[config.mk]
export PLATFORM = sky130hd
export DESIGN_NAME = zx_paging_top
export DESIGN_NICKNAME = d
export VERILOG_FILES = /design/src/common/zx_pkg.sv /design/src/port_decode.sv /design/src/paging/port_regs.sv /design/src/paging/mem_map.sv /design/src/zx_paging_top.sv
export VERILOG_INCLUDE_DIRS = /design/src /design/src/common
export SDC_FILE = /design/constraint.sdc
export NUM_CORES = 1
export LEC_CHECK = 0
export CELL_PAD_IN_SITES_DETAIL_PLACEMENT = 1
export CELL_PAD_IN_SITES_GLOBAL_PLACEMENT = 1
export CORE_UTILIZATION = 48
export CTS_BUF_LIST = sky130_fd_sc_hd__clkbuf_4 sky130_fd_sc_hd__clkbuf_8
export CTS_CLUSTER_DIAMETER = 60
export CTS_CLUSTER_SIZE = 14
export DETAILED_ROUTE_END_ITERATION = 12
export DONT_BUFFER_PORTS = 1
export PLACE_DENSITY_LB_ADDON = 0.1
export SYNTH_ARGS = -nofsm -noshare
export SYNTH_HDL_FRONTEND = slang
export SYNTH_SLANG_ARGS = --single-unit
[constraint.sdc]
create_clock -name clk_sys -period 2.2 [get_ports clk_sys]
set_input_delay 0.44 -clock clk_sys [delete_from_list [all_inputs] [get_ports clk_sys]]
set_output_delay 0.44 -clock clk_sys [all_outputs]
set_load 0.05 [all_outputs]
[src/common/zx_cfg.svh]
`ifndef ZX_CFG_SVH
`define ZX_CFG_SVH

// ============================================================
// Address widths
// ============================================================

// Flat external memory, 32 MB of byte addresses
`define ZX_ADDR_W 25
// Z80 address bus
`define ZX_CPU_AW 16
// Offset inside a 16K bank or ROM page
`define ZX_BANK_AW 14

// ROM pages sit above the RAM banks in flat memory
`define ZX_ROM_BASE 25'h200000

// ============================================================
// Paging register bit positions
// ============================================================

// Port 7FFD
`define ZX_P7_LOCK 5
`define ZX_P7_ROM 4
`define ZX_P7_SCR 3

// Port 1FFD, +3 only
`define ZX_P1_SPECIAL 0
`define ZX_P1_ROMHI 2

`endif

[src/common/zx_pkg.sv]
package zx_pkg;

	// ============================================================
	// Machine model
	// ============================================================

	// Sampled from the model input while reset is high
	typedef enum logic [1:0] {
		MODEL_48K   = 2'd0,
		MODEL_128K  = 2'd1,
		MODEL_PLUS3 = 2'd2
	} machine_model_e;

	// ============================================================
	// I/O write classes
	// ============================================================

	// PORT_7FFD  A15=0, A14=1, A1=0
	// PORT_1FFD  A15..A13=0, A12=1, A1=0
	// PORT_LOW   A15=0, A14=0, A1=0 and not 1FFD
	typedef enum logic [1:0] {
		PORT_NONE = 2'd0,
		PORT_7FFD = 2'd1,
		PORT_1FFD = 2'd2,
		PORT_LOW  = 2'd3
	} page_port_e;

	// ============================================================
	// Register fields
	// ============================================================

	// One of eight 16K RAM banks
	typedef logic [2:0] ram_bank_t;

	// One of four 16K ROM pages
	typedef logic [1:0] rom_page_t;

endpackage

[src/port_decode.sv]
`timescale 1ns/1ps

`include "zx_cfg.svh"

module port_decode (
	input  logic                  clk_sys,
	input  logic                  reset,
	input  logic [`ZX_CPU_AW-1:0] addr,
	input  logic                  n_iorq,
	input  logic                  n_wr,
	input  logic                  n_m1,
	output zx_pkg::page_port_e    port_class,
	output logic                  ula_wr
);

	import zx_pkg::*;

	logic       io_wr;
	logic       io_wr_q;
	logic       wr_start;
	logic       hit_7ffd;
	logic       hit_1ffd;
	logic       hit_low;
	page_port_e port_hit;

	// I/O write cycle, M1 high excludes interrupt acknowledge
	assign io_wr = ~n_iorq & ~n_wr & n_m1;

	always_ff @(posedge clk_sys) begin
		if (reset) begin
			io_wr_q <= 1'b0;
		end else begin
			io_wr_q <= io_wr;
		end
	end

	// Only the first cycle of a write counts, a held strobe is one write
	assign wr_start = io_wr & ~io_wr_q;

	// ============================================================
	// Partial address decode, as on the real machines
	// ============================================================

	assign hit_7ffd = ~addr[15] & addr[14] & ~addr[1];
	assign hit_1ffd = ~addr[15] & ~addr[14] & ~addr[13] & addr[12] & ~addr[1];
	assign hit_low  = ~addr[15] & ~addr[14] & ~addr[1] & ~hit_1ffd;

	always_comb begin
		if (hit_7ffd) begin
			port_hit = PORT_7FFD;
		end else if (hit_1ffd) begin
			port_hit = PORT_1FFD;
		end else if (hit_low) begin
			port_hit = PORT_LOW;
		end else begin
			port_hit = PORT_NONE;
		end
	end

	// Pulses last exactly one cycle
	assign port_class = wr_start ? port_hit : PORT_NONE;

	// ULA answers on any even port
	assign ula_wr = wr_start & ~addr[0];

endmodule

[src/paging/port_regs.sv]
`timescale 1ns/1ps

`include "zx_cfg.svh"

module port_regs (
	input  logic                   clk_sys,
	input  logic                   reset,
	input  zx_pkg::machine_model_e model,
	input  zx_pkg::page_port_e     port_class,
	input  logic                   ula_wr,
	input  logic [7:0]             cpu_dout,
	output logic                   plus3,
	output logic                   zx48,
	output zx_pkg::ram_bank_t      ram_bank,
	output zx_pkg::rom_page_t      rom_page,
	output logic                   special,
	output logic [1:0]             special_cfg,
	output logic                   page_scr,
	output logic [2:0]             border_color,
	output logic                   ear_out,
	output logic                   mic_out
);

	import zx_pkg::*;

	machine_model_e model_q;
	// Bank, screen, ROM and lock bits of 7FFD
	logic [5:0]     reg_7ffd;
	// Special enable and the two config bits of 1FFD
	logic [2:0]     reg_1ffd;
	logic           locked;
	logic           wr_7ffd;
	logic           wr_1ffd;

	assign plus3  = (model_q == MODEL_PLUS3);
	assign zx48   = (model_q == MODEL_48K);
	assign locked = reg_7ffd[`ZX_P7_LOCK];

	// ============================================================
	// Write decode per model
	// ============================================================

	always_comb begin
		wr_7ffd = 1'b0;
		wr_1ffd = 1'b0;
		case (model_q)
			// 128K decodes only A15 and A1, so every class reaches 7FFD
			MODEL_128K: wr_7ffd = (port_class != PORT_NONE);
			MODEL_PLUS3: begin
				wr_7ffd = (port_class == PORT_7FFD);
				wr_1ffd = (port_class == PORT_1FFD);
			end
			default: begin
				wr_7ffd = 1'b0;
				wr_1ffd = 1'b0;
			end
		endcase
		// Lock holds until the next reset
		if (locked) begin
			wr_7ffd = 1'b0;
			wr_1ffd = 1'b0;
		end
	end

	// ============================================================
	// Paging registers
	// ============================================================

	always_ff @(posedge clk_sys) begin
		if (reset) begin
			model_q  <= model;
			reg_7ffd <= '0;
			reg_1ffd <= '0;
		end else begin
			if (wr_7ffd) begin
				reg_7ffd <= cpu_dout[5:0];
			end
			if (wr_1ffd) begin
				reg_1ffd <= cpu_dout[2:0];
			end
		end
	end

	assign ram_bank    = reg_7ffd[2:0];
	assign page_scr    = reg_7ffd[`ZX_P7_SCR];
	assign special     = reg_1ffd[`ZX_P1_SPECIAL];
	assign special_cfg = reg_1ffd[2:1];

	// +3 has four ROMs, the rest two; 48K stays on the BASIC ROM
	assign rom_page = plus3 ? {reg_1ffd[`ZX_P1_ROMHI], reg_7ffd[`ZX_P7_ROM]}
	                        : {1'b0, zx48 | reg_7ffd[`ZX_P7_ROM]};

	// ============================================================
	// ULA output port
	// ============================================================

	always_ff @(posedge clk_sys) begin
		if (reset) begin
			border_color <= 3'd0;
			ear_out      <= 1'b0;
			mic_out      <= 1'b0;
		end else if (ula_wr) begin
			border_color <= cpu_dout[2:0];
			ear_out      <= cpu_dout[4];
			mic_out      <= cpu_dout[3];
		end
	end

endmodule

[src/paging/mem_map.sv]
`timescale 1ns/1ps

`include "zx_cfg.svh"

module mem_map (
	input  logic [`ZX_CPU_AW-1:0]  addr,
	input  logic                   n_mreq,
	input  logic                   n_rd,
	input  logic                   n_wr,
	input  logic                   zx48,
	input  zx_pkg::ram_bank_t      ram_bank,
	input  zx_pkg::rom_page_t      rom_page,
	input  logic                   special,
	input  logic [1:0]             special_cfg,
	output logic [`ZX_ADDR_W-1:0]  mem_addr,
	output logic                   mem_rd,
	output logic                   mem_we,
	output logic                   rom_sel
);

	import zx_pkg::*;

	localparam int ROM_PAD = `ZX_ADDR_W - 2 - `ZX_BANK_AW;
	localparam int RAM_PAD = `ZX_ADDR_W - 3 - `ZX_BANK_AW;

	logic [1:0]             quad;
	logic [`ZX_BANK_AW-1:0] offset;
	ram_bank_t              bank;
	logic                   rom_hit;

	assign quad   = addr[15:14];
	assign offset = addr[`ZX_BANK_AW-1:0];

	// ============================================================
	// Bank selection per quadrant
	// ============================================================

	always_comb begin
		if (special) begin
			// +3 all-RAM configurations
			case (special_cfg)
				2'd0: bank = {1'b0, quad};
				2'd1: bank = {1'b1, quad};
				2'd2: bank = (quad == 2'd3) ? 3'd3 : {1'b1, quad};
				default: begin
					case (quad)
						2'd0: bank = 3'd4;
						2'd1: bank = 3'd7;
						2'd2: bank = 3'd6;
						default: bank = 3'd3;
					endcase
				end
			endcase
		end else begin
			case (quad)
				2'd1: bank = 3'd5;
				2'd2: bank = 3'd2;
				// 48K top quadrant is fixed to bank 0
				2'd3: bank = zx48 ? 3'd0 : ram_bank;
				default: bank = 3'd0;
			endcase
		end
	end

	// ============================================================
	// Flat address and strobes
	// ============================================================

	// Quadrant 0 is ROM unless special mode maps RAM there
	assign rom_hit = ~special & (quad == 2'd0);

	assign mem_addr = rom_hit ? (`ZX_ROM_BASE + {{ROM_PAD{1'b0}}, rom_page, offset})
	                          : {{RAM_PAD{1'b0}}, bank, offset};

	assign mem_rd  = ~n_mreq & ~n_rd;
	// ROM is write protected
	assign mem_we  = ~n_mreq & ~n_wr & ~rom_hit;
	assign rom_sel = rom_hit;

endmodule

[src/zx_paging_top.sv]
`timescale 1ns/1ps

`include "zx_cfg.svh"

module zx_paging_top (
	input  logic                   clk_sys,
	input  logic                   reset,
	input  zx_pkg::machine_model_e model,
	input  logic [`ZX_CPU_AW-1:0]  addr,
	input  logic [7:0]             cpu_dout,
	input  logic                   n_mreq,
	input  logic                   n_iorq,
	input  logic                   n_rd,
	input  logic                   n_wr,
	input  logic                   n_m1,
	output logic [`ZX_ADDR_W-1:0]  mem_addr,
	output logic                   mem_rd,
	output logic                   mem_we,
	output logic                   rom_sel,
	output logic                   page_scr,
	output logic [2:0]             border_color,
	output logic                   ear_out,
	output logic                   mic_out
);

	import zx_pkg::*;

	page_port_e port_class;
	logic       ula_wr;
	// Model flag kept visible for the bound checker
	logic       plus3;
	logic       zx48;
	logic       special;
	logic [1:0] special_cfg;
	rom_page_t  rom_page;
	ram_bank_t  ram_bank;

	// ============================================================
	// Decode, register update, memory cycle
	// ============================================================

	port_decode u_port_decode (
		.clk_sys    (clk_sys),
		.reset      (reset),
		.addr       (addr),
		.n_iorq     (n_iorq),
		.n_wr       (n_wr),
		.n_m1       (n_m1),
		.port_class (port_class),
		.ula_wr     (ula_wr)
	);

	port_regs u_port_regs (
		.clk_sys      (clk_sys),
		.reset        (reset),
		.model        (model),
		.port_class   (port_class),
		.ula_wr       (ula_wr),
		.cpu_dout     (cpu_dout),
		.plus3        (plus3),
		.zx48         (zx48),
		.ram_bank     (ram_bank),
		.rom_page     (rom_page),
		.special      (special),
		.special_cfg  (special_cfg),
		.page_scr     (page_scr),
		.border_color (border_color),
		.ear_out      (ear_out),
		.mic_out      (mic_out)
	);

	mem_map u_mem_map (
		.addr        (addr),
		.n_mreq      (n_mreq),
		.n_rd        (n_rd),
		.n_wr        (n_wr),
		.zx48        (zx48),
		.ram_bank    (ram_bank),
		.rom_page    (rom_page),
		.special     (special),
		.special_cfg (special_cfg),
		.mem_addr    (mem_addr),
		.mem_rd      (mem_rd),
		.mem_we      (mem_we),
		.rom_sel     (rom_sel)
	);

endmodule

==> results of run 1 <==
[flip-flops by register name, indices dropped and copies added, names as in the netlist]
register / count
u_port_regs.border_color: 3
u_port_regs.reg_1ffd: 3
u_port_regs.reg_7ffd: 6
u_port_regs.ear_out: 1
u_port_regs.mic_out: 1
u_port_regs.model_q: 2
u_port_decode.io_wr_q: 1
[where the power goes]
part	internal, mW	switching (mW)	leakage [nW]	total (mW)
Sequential	0.320	0.0101	0.141	0.330
Clock	0.0678	0.0983	0.0177	0.166
Combinational	0.0257	0.0691	0.264	0.0948
[worst max-delay path, cell delays in order (launching register included)]
cell and delay (ps):
edfxtp_1 360, inv_1 70, ha_1 230, nand2b_1 160, a21oi_1 160, nor2_1 60
o21ai_1 110, buf_4 210
[layout by cell type, fill, tap and decap left out]
master,synthesis,routed
dfxtp_1,15,15
nor2b_1,1,1
clkbuf_4,0,3
nand4b_2,1,1
mux2i_1,13,13
o22ai_1,1,1
o211ai_1,1,1
ha_1,3,3
nor4bb_1,1,1
nor3_1,3,2
nor2_1,16,16
a22o_2,0,1
nand3b_1,1,1
o21ai_0,5,3
buf_4,22,5
nor4b_4,1,1
a21oi_1,2,2
edfxtp_1,2,2
inv_1,5,5
and2b_1,1,1
nor4b_1,1,1
conb_1,1,7
clkinv_2,0,1
nand2b_1,3,3
nor3_4,0,1
nand3_1,3,3
o21ai_1,0,2
nand2_1,2,2
[worst min path at each step]
stage,to,cells after the start
detailed placement,u_port_regs.reg_7ffd[5]$_SDFFE_PP0P_,2
global placement,u_port_regs.reg_7ffd[5]$_SDFFE_PP0P_,2
floorplan,u_port_regs.reg_7ffd[5]$_SDFFE_PP0P_,2
global route,u_port_regs.reg_1ffd[2]$_SDFFE_PP0P_,1
finish,u_port_regs.border_color[1]$_SDFFE_PP0P_,1
CTS,u_port_regs.border_color[1]$_SDFFE_PP0P_,1
[final cells by class]
cell class | instances | area [µm²] | area share [%]
clock buffer | 3 | 22.5 | 2.40
clock inverter | 1 | 5.00 | 0.534
inverter | 5 | 18.8 | 2.00
multi-input combinational | 67 | 459 | 49.0
sequential | 17 | 360 | 38.5
tap | 27 | 33.8 | 3.60
timing repair buffer | 5 | 37.5 | 4.01
[what timing repair did]
action / in CTS / in global routing
gates resized for setup: 0 / 1
setup endpoints to repair: 0 / 1
hold buffers: 0 / 0
hold endpoints to repair: 0 / 0
[layer usage]
| metal | share of wire (%) | global-route usage [%] | vias to the layer above |
|---|---|---|---|
| li1 | - | - | 316 |
| met2 | 49 | 30.7 | 37 |
| met3 | 9.6 | 3.77 | 5 |
| met4 | 2.5 | 12.6 | 0 |
| met1 | 39 | 20.5 | 313 |
| met5 | 0 | 0 | - |
[Yosys cell counts (2+ instances only)]
library cell  count
a21oi_1           2
buf_4            22
clkbuf_1          2
dfxtp_1          15
edfxtp_1          2
ha_1              3
inv_1             5
mux2i_1          13
nand2_1           2
nand2b_1          3
nand3_1           3
nor2_1           16
nor3_1            3
o21ai_0           5
[cells by family after synthesis]
family	count (synthesis)	share of synthesized area, %
AOI/OAI and AO/OA	10	5.80
adders and majority gates	3	3.78
buffers and inverters	31	20.9
DFF	17	36.3
muxes	13	13.1
other	1	0.378
and+or+nand+nor	34	19.7
==> flow_summary.yaml, run 1 <==
status:
  run_status: "complete, no violations"
floorplanning:
  io-pin-count: 67
  start_util_pct: 50.6
  core-area_um2: 1960
  floorplan.die_area_um2: 2250
  die_width_um: 47.5
  die_y_extent_um: 47.5
  floorplan.rows: 16
global_route:
  grt_first_pass_wirelength_mm: 2.78
  maximum_number_of_pins_on_one_net_before_global_route_repair: 19
  number_of_antenna_violations_at_the_first_check_in_global_routing: 0
  global_route.overflow_total: 0
  first_global_vias: 662
  grt_use_total_pct: 18.2
placed_design:
  finalWeightedCongestion: 0.688
  post-dp-hpwl_mm: 1.43
  io_buffers: 0
  setup_ws_pre_cts_ps: 403
  postPlaceCellArea_um2: 908
  dp.cells: 121
synth:
  synth_area_leaders: "dfxtp_1, buf_4, mux2i_1"
  synth_top_cell_by_area: "dfxtp_1"
  synth-warning-count: 0
  share_of_flip_flops_with_an_asynchronous_set_or_reset_after_synthesis_pct: 0
  postSynthCellCount: 109
  synth_area_per_inst_um2: 9.10
  synth.top_cell.area_share_pct: 30.3
  ys_seq_elements: 17
  synth_flop_cell: "dfxtp_1"
  yosysSeqAreaShare_pct: 36.3
  synth_enable_flop_cells: 2
  netlist_cell_types: 27
  post_synthesis_instance_area_um2: 992
clock_tree:
  post-cts-setup-buffers: 0
  numClockSinks: 17
  clk_pin_slew_ps: 100
  worst_skew_pair.late_latency_ps: 300
  htree_levels: 1
  cts_buffer_depth: 2
  clockRootBuffer: "clkbuf_4"
  tritoncts_clock_tree: "built"
  numCtsBuffers: 3
min_path:
  min-delay-start: "reset"
  hold_class: "primary input to flip-flop"
critical_path:
  cp-startpoint: "u_port_regs.model_q[0]$_DFFE_PP_"
  cp.arrival_ps: 1640
  startpoint_of_the_most_critical_register_to_register_path: "u_port_regs.model_q[0]$_DFFE_PP_"
  startpoint_type: "flip-flop"
  endpoint_kind: "output pin"
  critPathKind: "flip-flop to output pin"
  critPathCapture: "mem_addr[14]"
  worstRegToRegCells: 6
  worst-endpoint-required_ps: 1760
  r2r_setup_slack_ps: 630
  maximum_fanout_count_along_the_critical_path: 4
  timing.rr.end: "u_port_regs.reg_1ffd[1]$_SDFFE_PP0P_"
pwr:
  power.ir.vdd_worst_mv: 0.357
  leakage_nw: 0.422
  cell_pwr_density_nw_per_um2: 630
  total_power_mw: 0.590
route:
  via_per_inst: 5.37
  routed-via-count: 671
  postRouteWirelength_mm: 1.85
  detail-route-antenna-nets: 0
  drt-pass1-iter-count: 4
  drcViolationCount: 0
  drt-initial-drc-count: 1
  wl_per_cell_um: 14.8
timing:
  fin_setup_tns_ps: 0
  number_of_pins_with_negative_max_slew_slack_in_the_final_report: 0
  fin_skew_ps: 5.09
  maxSlewHeadroom_pct: 65.9
  fin_worst_hold_slack_ps: 200
  fin_crit_sh_pct: 94.7
  grt_setup_unrepaired: "no"
  setup-violations-final: 0
  timing.final.hold_violations: 0
  fin_ws_ps: 116
  maxClockFrequency_mhz: 480
  fin_crit_ps: 2080
  max_slew.worst_pin.slew_ps: 510
cells_and_area:
  final_net_count: 135
  drive_gt1_share_pct: 13.3
  fillers: 252
  layout.core_utilization_pct: 47.8
  area_added_between_synthesis_and_finish_pct: -5.55
  post_layout_nonfiller_instances: 125
  fin_area_um2: 937
  antenna_cells: 0
job:
  drv_cap: 0
Note: power is estimated with default switching activity, not from simulation.
==> run 2: changes to the inputs <==
Clock period 2.2 ns to 2.68 ns, I/O delays scaled along.
==> run 2 against run 1 <==
Net effect: register-to-register slack improved by 420 ps; first-iteration DRC count rose to 6.0 times the previous value; worst setup slack improved by 370 ps; power fell by 16%; non-clock buffer count did not move; final area rose by 0.13%; global-route usage fell by 1.7 points; final cell count did not move; critical path type unchanged; critical endpoint is now mem_addr[15].
==> flow_summary.yaml, run 2 (synthesis results as in run 1) <==
job:
  drv_cap: 0
global_route:
  maximum_number_of_pins_on_one_net_before_global_route_repair: 19
  number_of_antenna_violations_at_the_first_check_in_global_routing: 0
  first_global_vias: 614
  grt_first_pass_wirelength_mm: 2.57
  grt_use_total_pct: 16.5
  global_route.overflow_total: 0
critical_path:
  timing.rr.end: "u_port_regs.reg_1ffd[0]$_SDFFE_PP0P_"
  worstRegToRegCells: 6
  maximum_fanout_count_along_the_critical_path: 4
  cp.arrival_ps: 1660
  endpoint_kind: "output pin"
  startpoint_of_the_most_critical_register_to_register_path: "u_port_regs.model_q[0]$_DFFE_PP_"
  critPathKind: "flip-flop to output pin"
  cp-startpoint: "u_port_regs.model_q[0]$_DFFE_PP_"
  r2r_setup_slack_ps: 1050
  worst-endpoint-required_ps: 2140
  startpoint_type: "flip-flop"
  critPathCapture: "mem_addr[15]"
pwr:
  cell_pwr_density_nw_per_um2: 527
  leakage_nw: 0.423
  power.ir.vdd_worst_mv: 0.227
  total_power_mw: 0.494
placed_design:
  setup_ws_pre_cts_ps: 786
  finalWeightedCongestion: 0.716
  dp.cells: 121
  post-dp-hpwl_mm: 1.34
  io_buffers: 0
clock_tree:
  tritoncts_clock_tree: "built"
  numClockSinks: 17
  post-cts-setup-buffers: 0
  worst_skew_pair.late_latency_ps: 280
  post_cts_resize_count: 0
  clockRootBuffer: "clkbuf_4"
  htree_levels: 1
  clk_pin_slew_ps: 100
  numCtsBuffers: 3
  cts_hold_buffers: 0
  cts_buffer_depth: 2
timing:
  fin_setup_tns_ps: 0
  fin_ws_ps: 486
  fin_crit_sh_pct: 81.9
  maxClockFrequency_mhz: 456
  fin_skew_ps: 2.70
  max_slew.worst_pin.slew_ps: 538
  timing.final.hold_violations: 0
  fin_crit_ps: 2190
  maxSlewHeadroom_pct: 64.1
  setup-violations-final: 0
  number_of_pins_with_negative_max_slew_slack_in_the_final_report: 0
  grt_setup_unrepaired: "no"
route:
  drcViolationCount: 0
  routed-via-count: 626
  detail-route-antenna-nets: 0
  drt-initial-drc-count: 6
  drt-pass1-iter-count: 4
  wl_per_cell_um: 13.3
  via_per_inst: 5.01
  postRouteWirelength_mm: 1.67
cells_and_area:
  area_added_between_synthesis_and_finish_pct: -5.42
  drive_gt1_share_pct: 12.2
  most_frequent_cells_in_the_layout: "nor2_1, dfxtp_1, mux2i_1, conb_1"
  largest_registers: "u_port_regs.reg_7ffd (6), u_port_regs.border_color (3), u_port_regs.reg_1ffd (3)"
  antenna_cells: 0
  largest_reg_flops: 6
  ff_latch_area_um2: 360
  layout.core_utilization_pct: 47.8
  post_layout_nonfiller_instances: 125
  fillers: 243
  layout.cells.most_common: "nor2_1"
  top_register: "u_port_regs.reg_7ffd"
  multi_input_comb_area_um2: 458
  final_net_count: 135
floorplanning:
  die_y_extent_um: 47.5
  die_width_um: 47.5
  core-area_um2: 1960
  floorplan.rows: 16
  floorplan.die_area_um2: 2250
  io-pin-count: 67
  start_util_pct: 50.6
status:
  run_status: "complete, no violations"
min_path:
  hold_class: "primary input to flip-flop"
==> run 2: worst max-delay path, cell delays in order, from the launching register on <==
cell      delay (ps)
edfxtp_1         400
inv_1            100
ha_1             210
nand2_1           60
o21ai_0          140
a22o_1           470
==> run 2: worst min-delay path by stage <==
stage | from | cells after the start | end
floorplan | u_port_regs.reg_7ffd[5]$_SDFFE_PP0P_ | 2 | u_port_regs.reg_7ffd[5]$_SDFFE_PP0P_
global placement | u_port_regs.reg_7ffd[5]$_SDFFE_PP0P_ | 2 | u_port_regs.reg_7ffd[5]$_SDFFE_PP0P_
detailed placement | u_port_regs.reg_7ffd[5]$_SDFFE_PP0P_ | 2 | u_port_regs.reg_7ffd[5]$_SDFFE_PP0P_
CTS | reset | 1 | u_port_regs.border_color[0]$_SDFFE_PP0P_
global route | reset | 1 | u_port_regs.mic_out$_SDFFE_PP0P_
finish | reset | 1 | u_port_regs.reg_7ffd[3]$_SDFFE_PP0P_
==> run 2: per-stage QoR <==
step	hold WS (ps)	cell area (µm²)
finish	308	938
floorplan	449	1020
global placement	463	908
global route	290	938
CTS	300	938
detailed placement	470	908
==> run 2: where the power goes <==
| part | internal (mW) | switching (mW) |
|---|---|---|
| Clock | 0.0678 | 0.0788 |
| Sequential | 0.262 | 0.00840 |
| Combinational | 0.0209 | 0.0560 |
==> run 2: per-layer routing <==
layer  wire length (µm)  GRT usage (%)  vias up
li1                   -              -      312
met1                701           19.8      278
met2                793           26.6       30
met3                147           5.28        6
met4                 23           8.57        0
met5                  0              0        -
==> run 2: final cells by class <==
type | count | area share [%]
tap | 27 | 3.60
multi-input combinational | 67 | 48.8
inverter | 5 | 2.00
clock buffer | 4 | 3.20
timing repair buffer | 5 | 4.00
sequential | 17 | 38.4
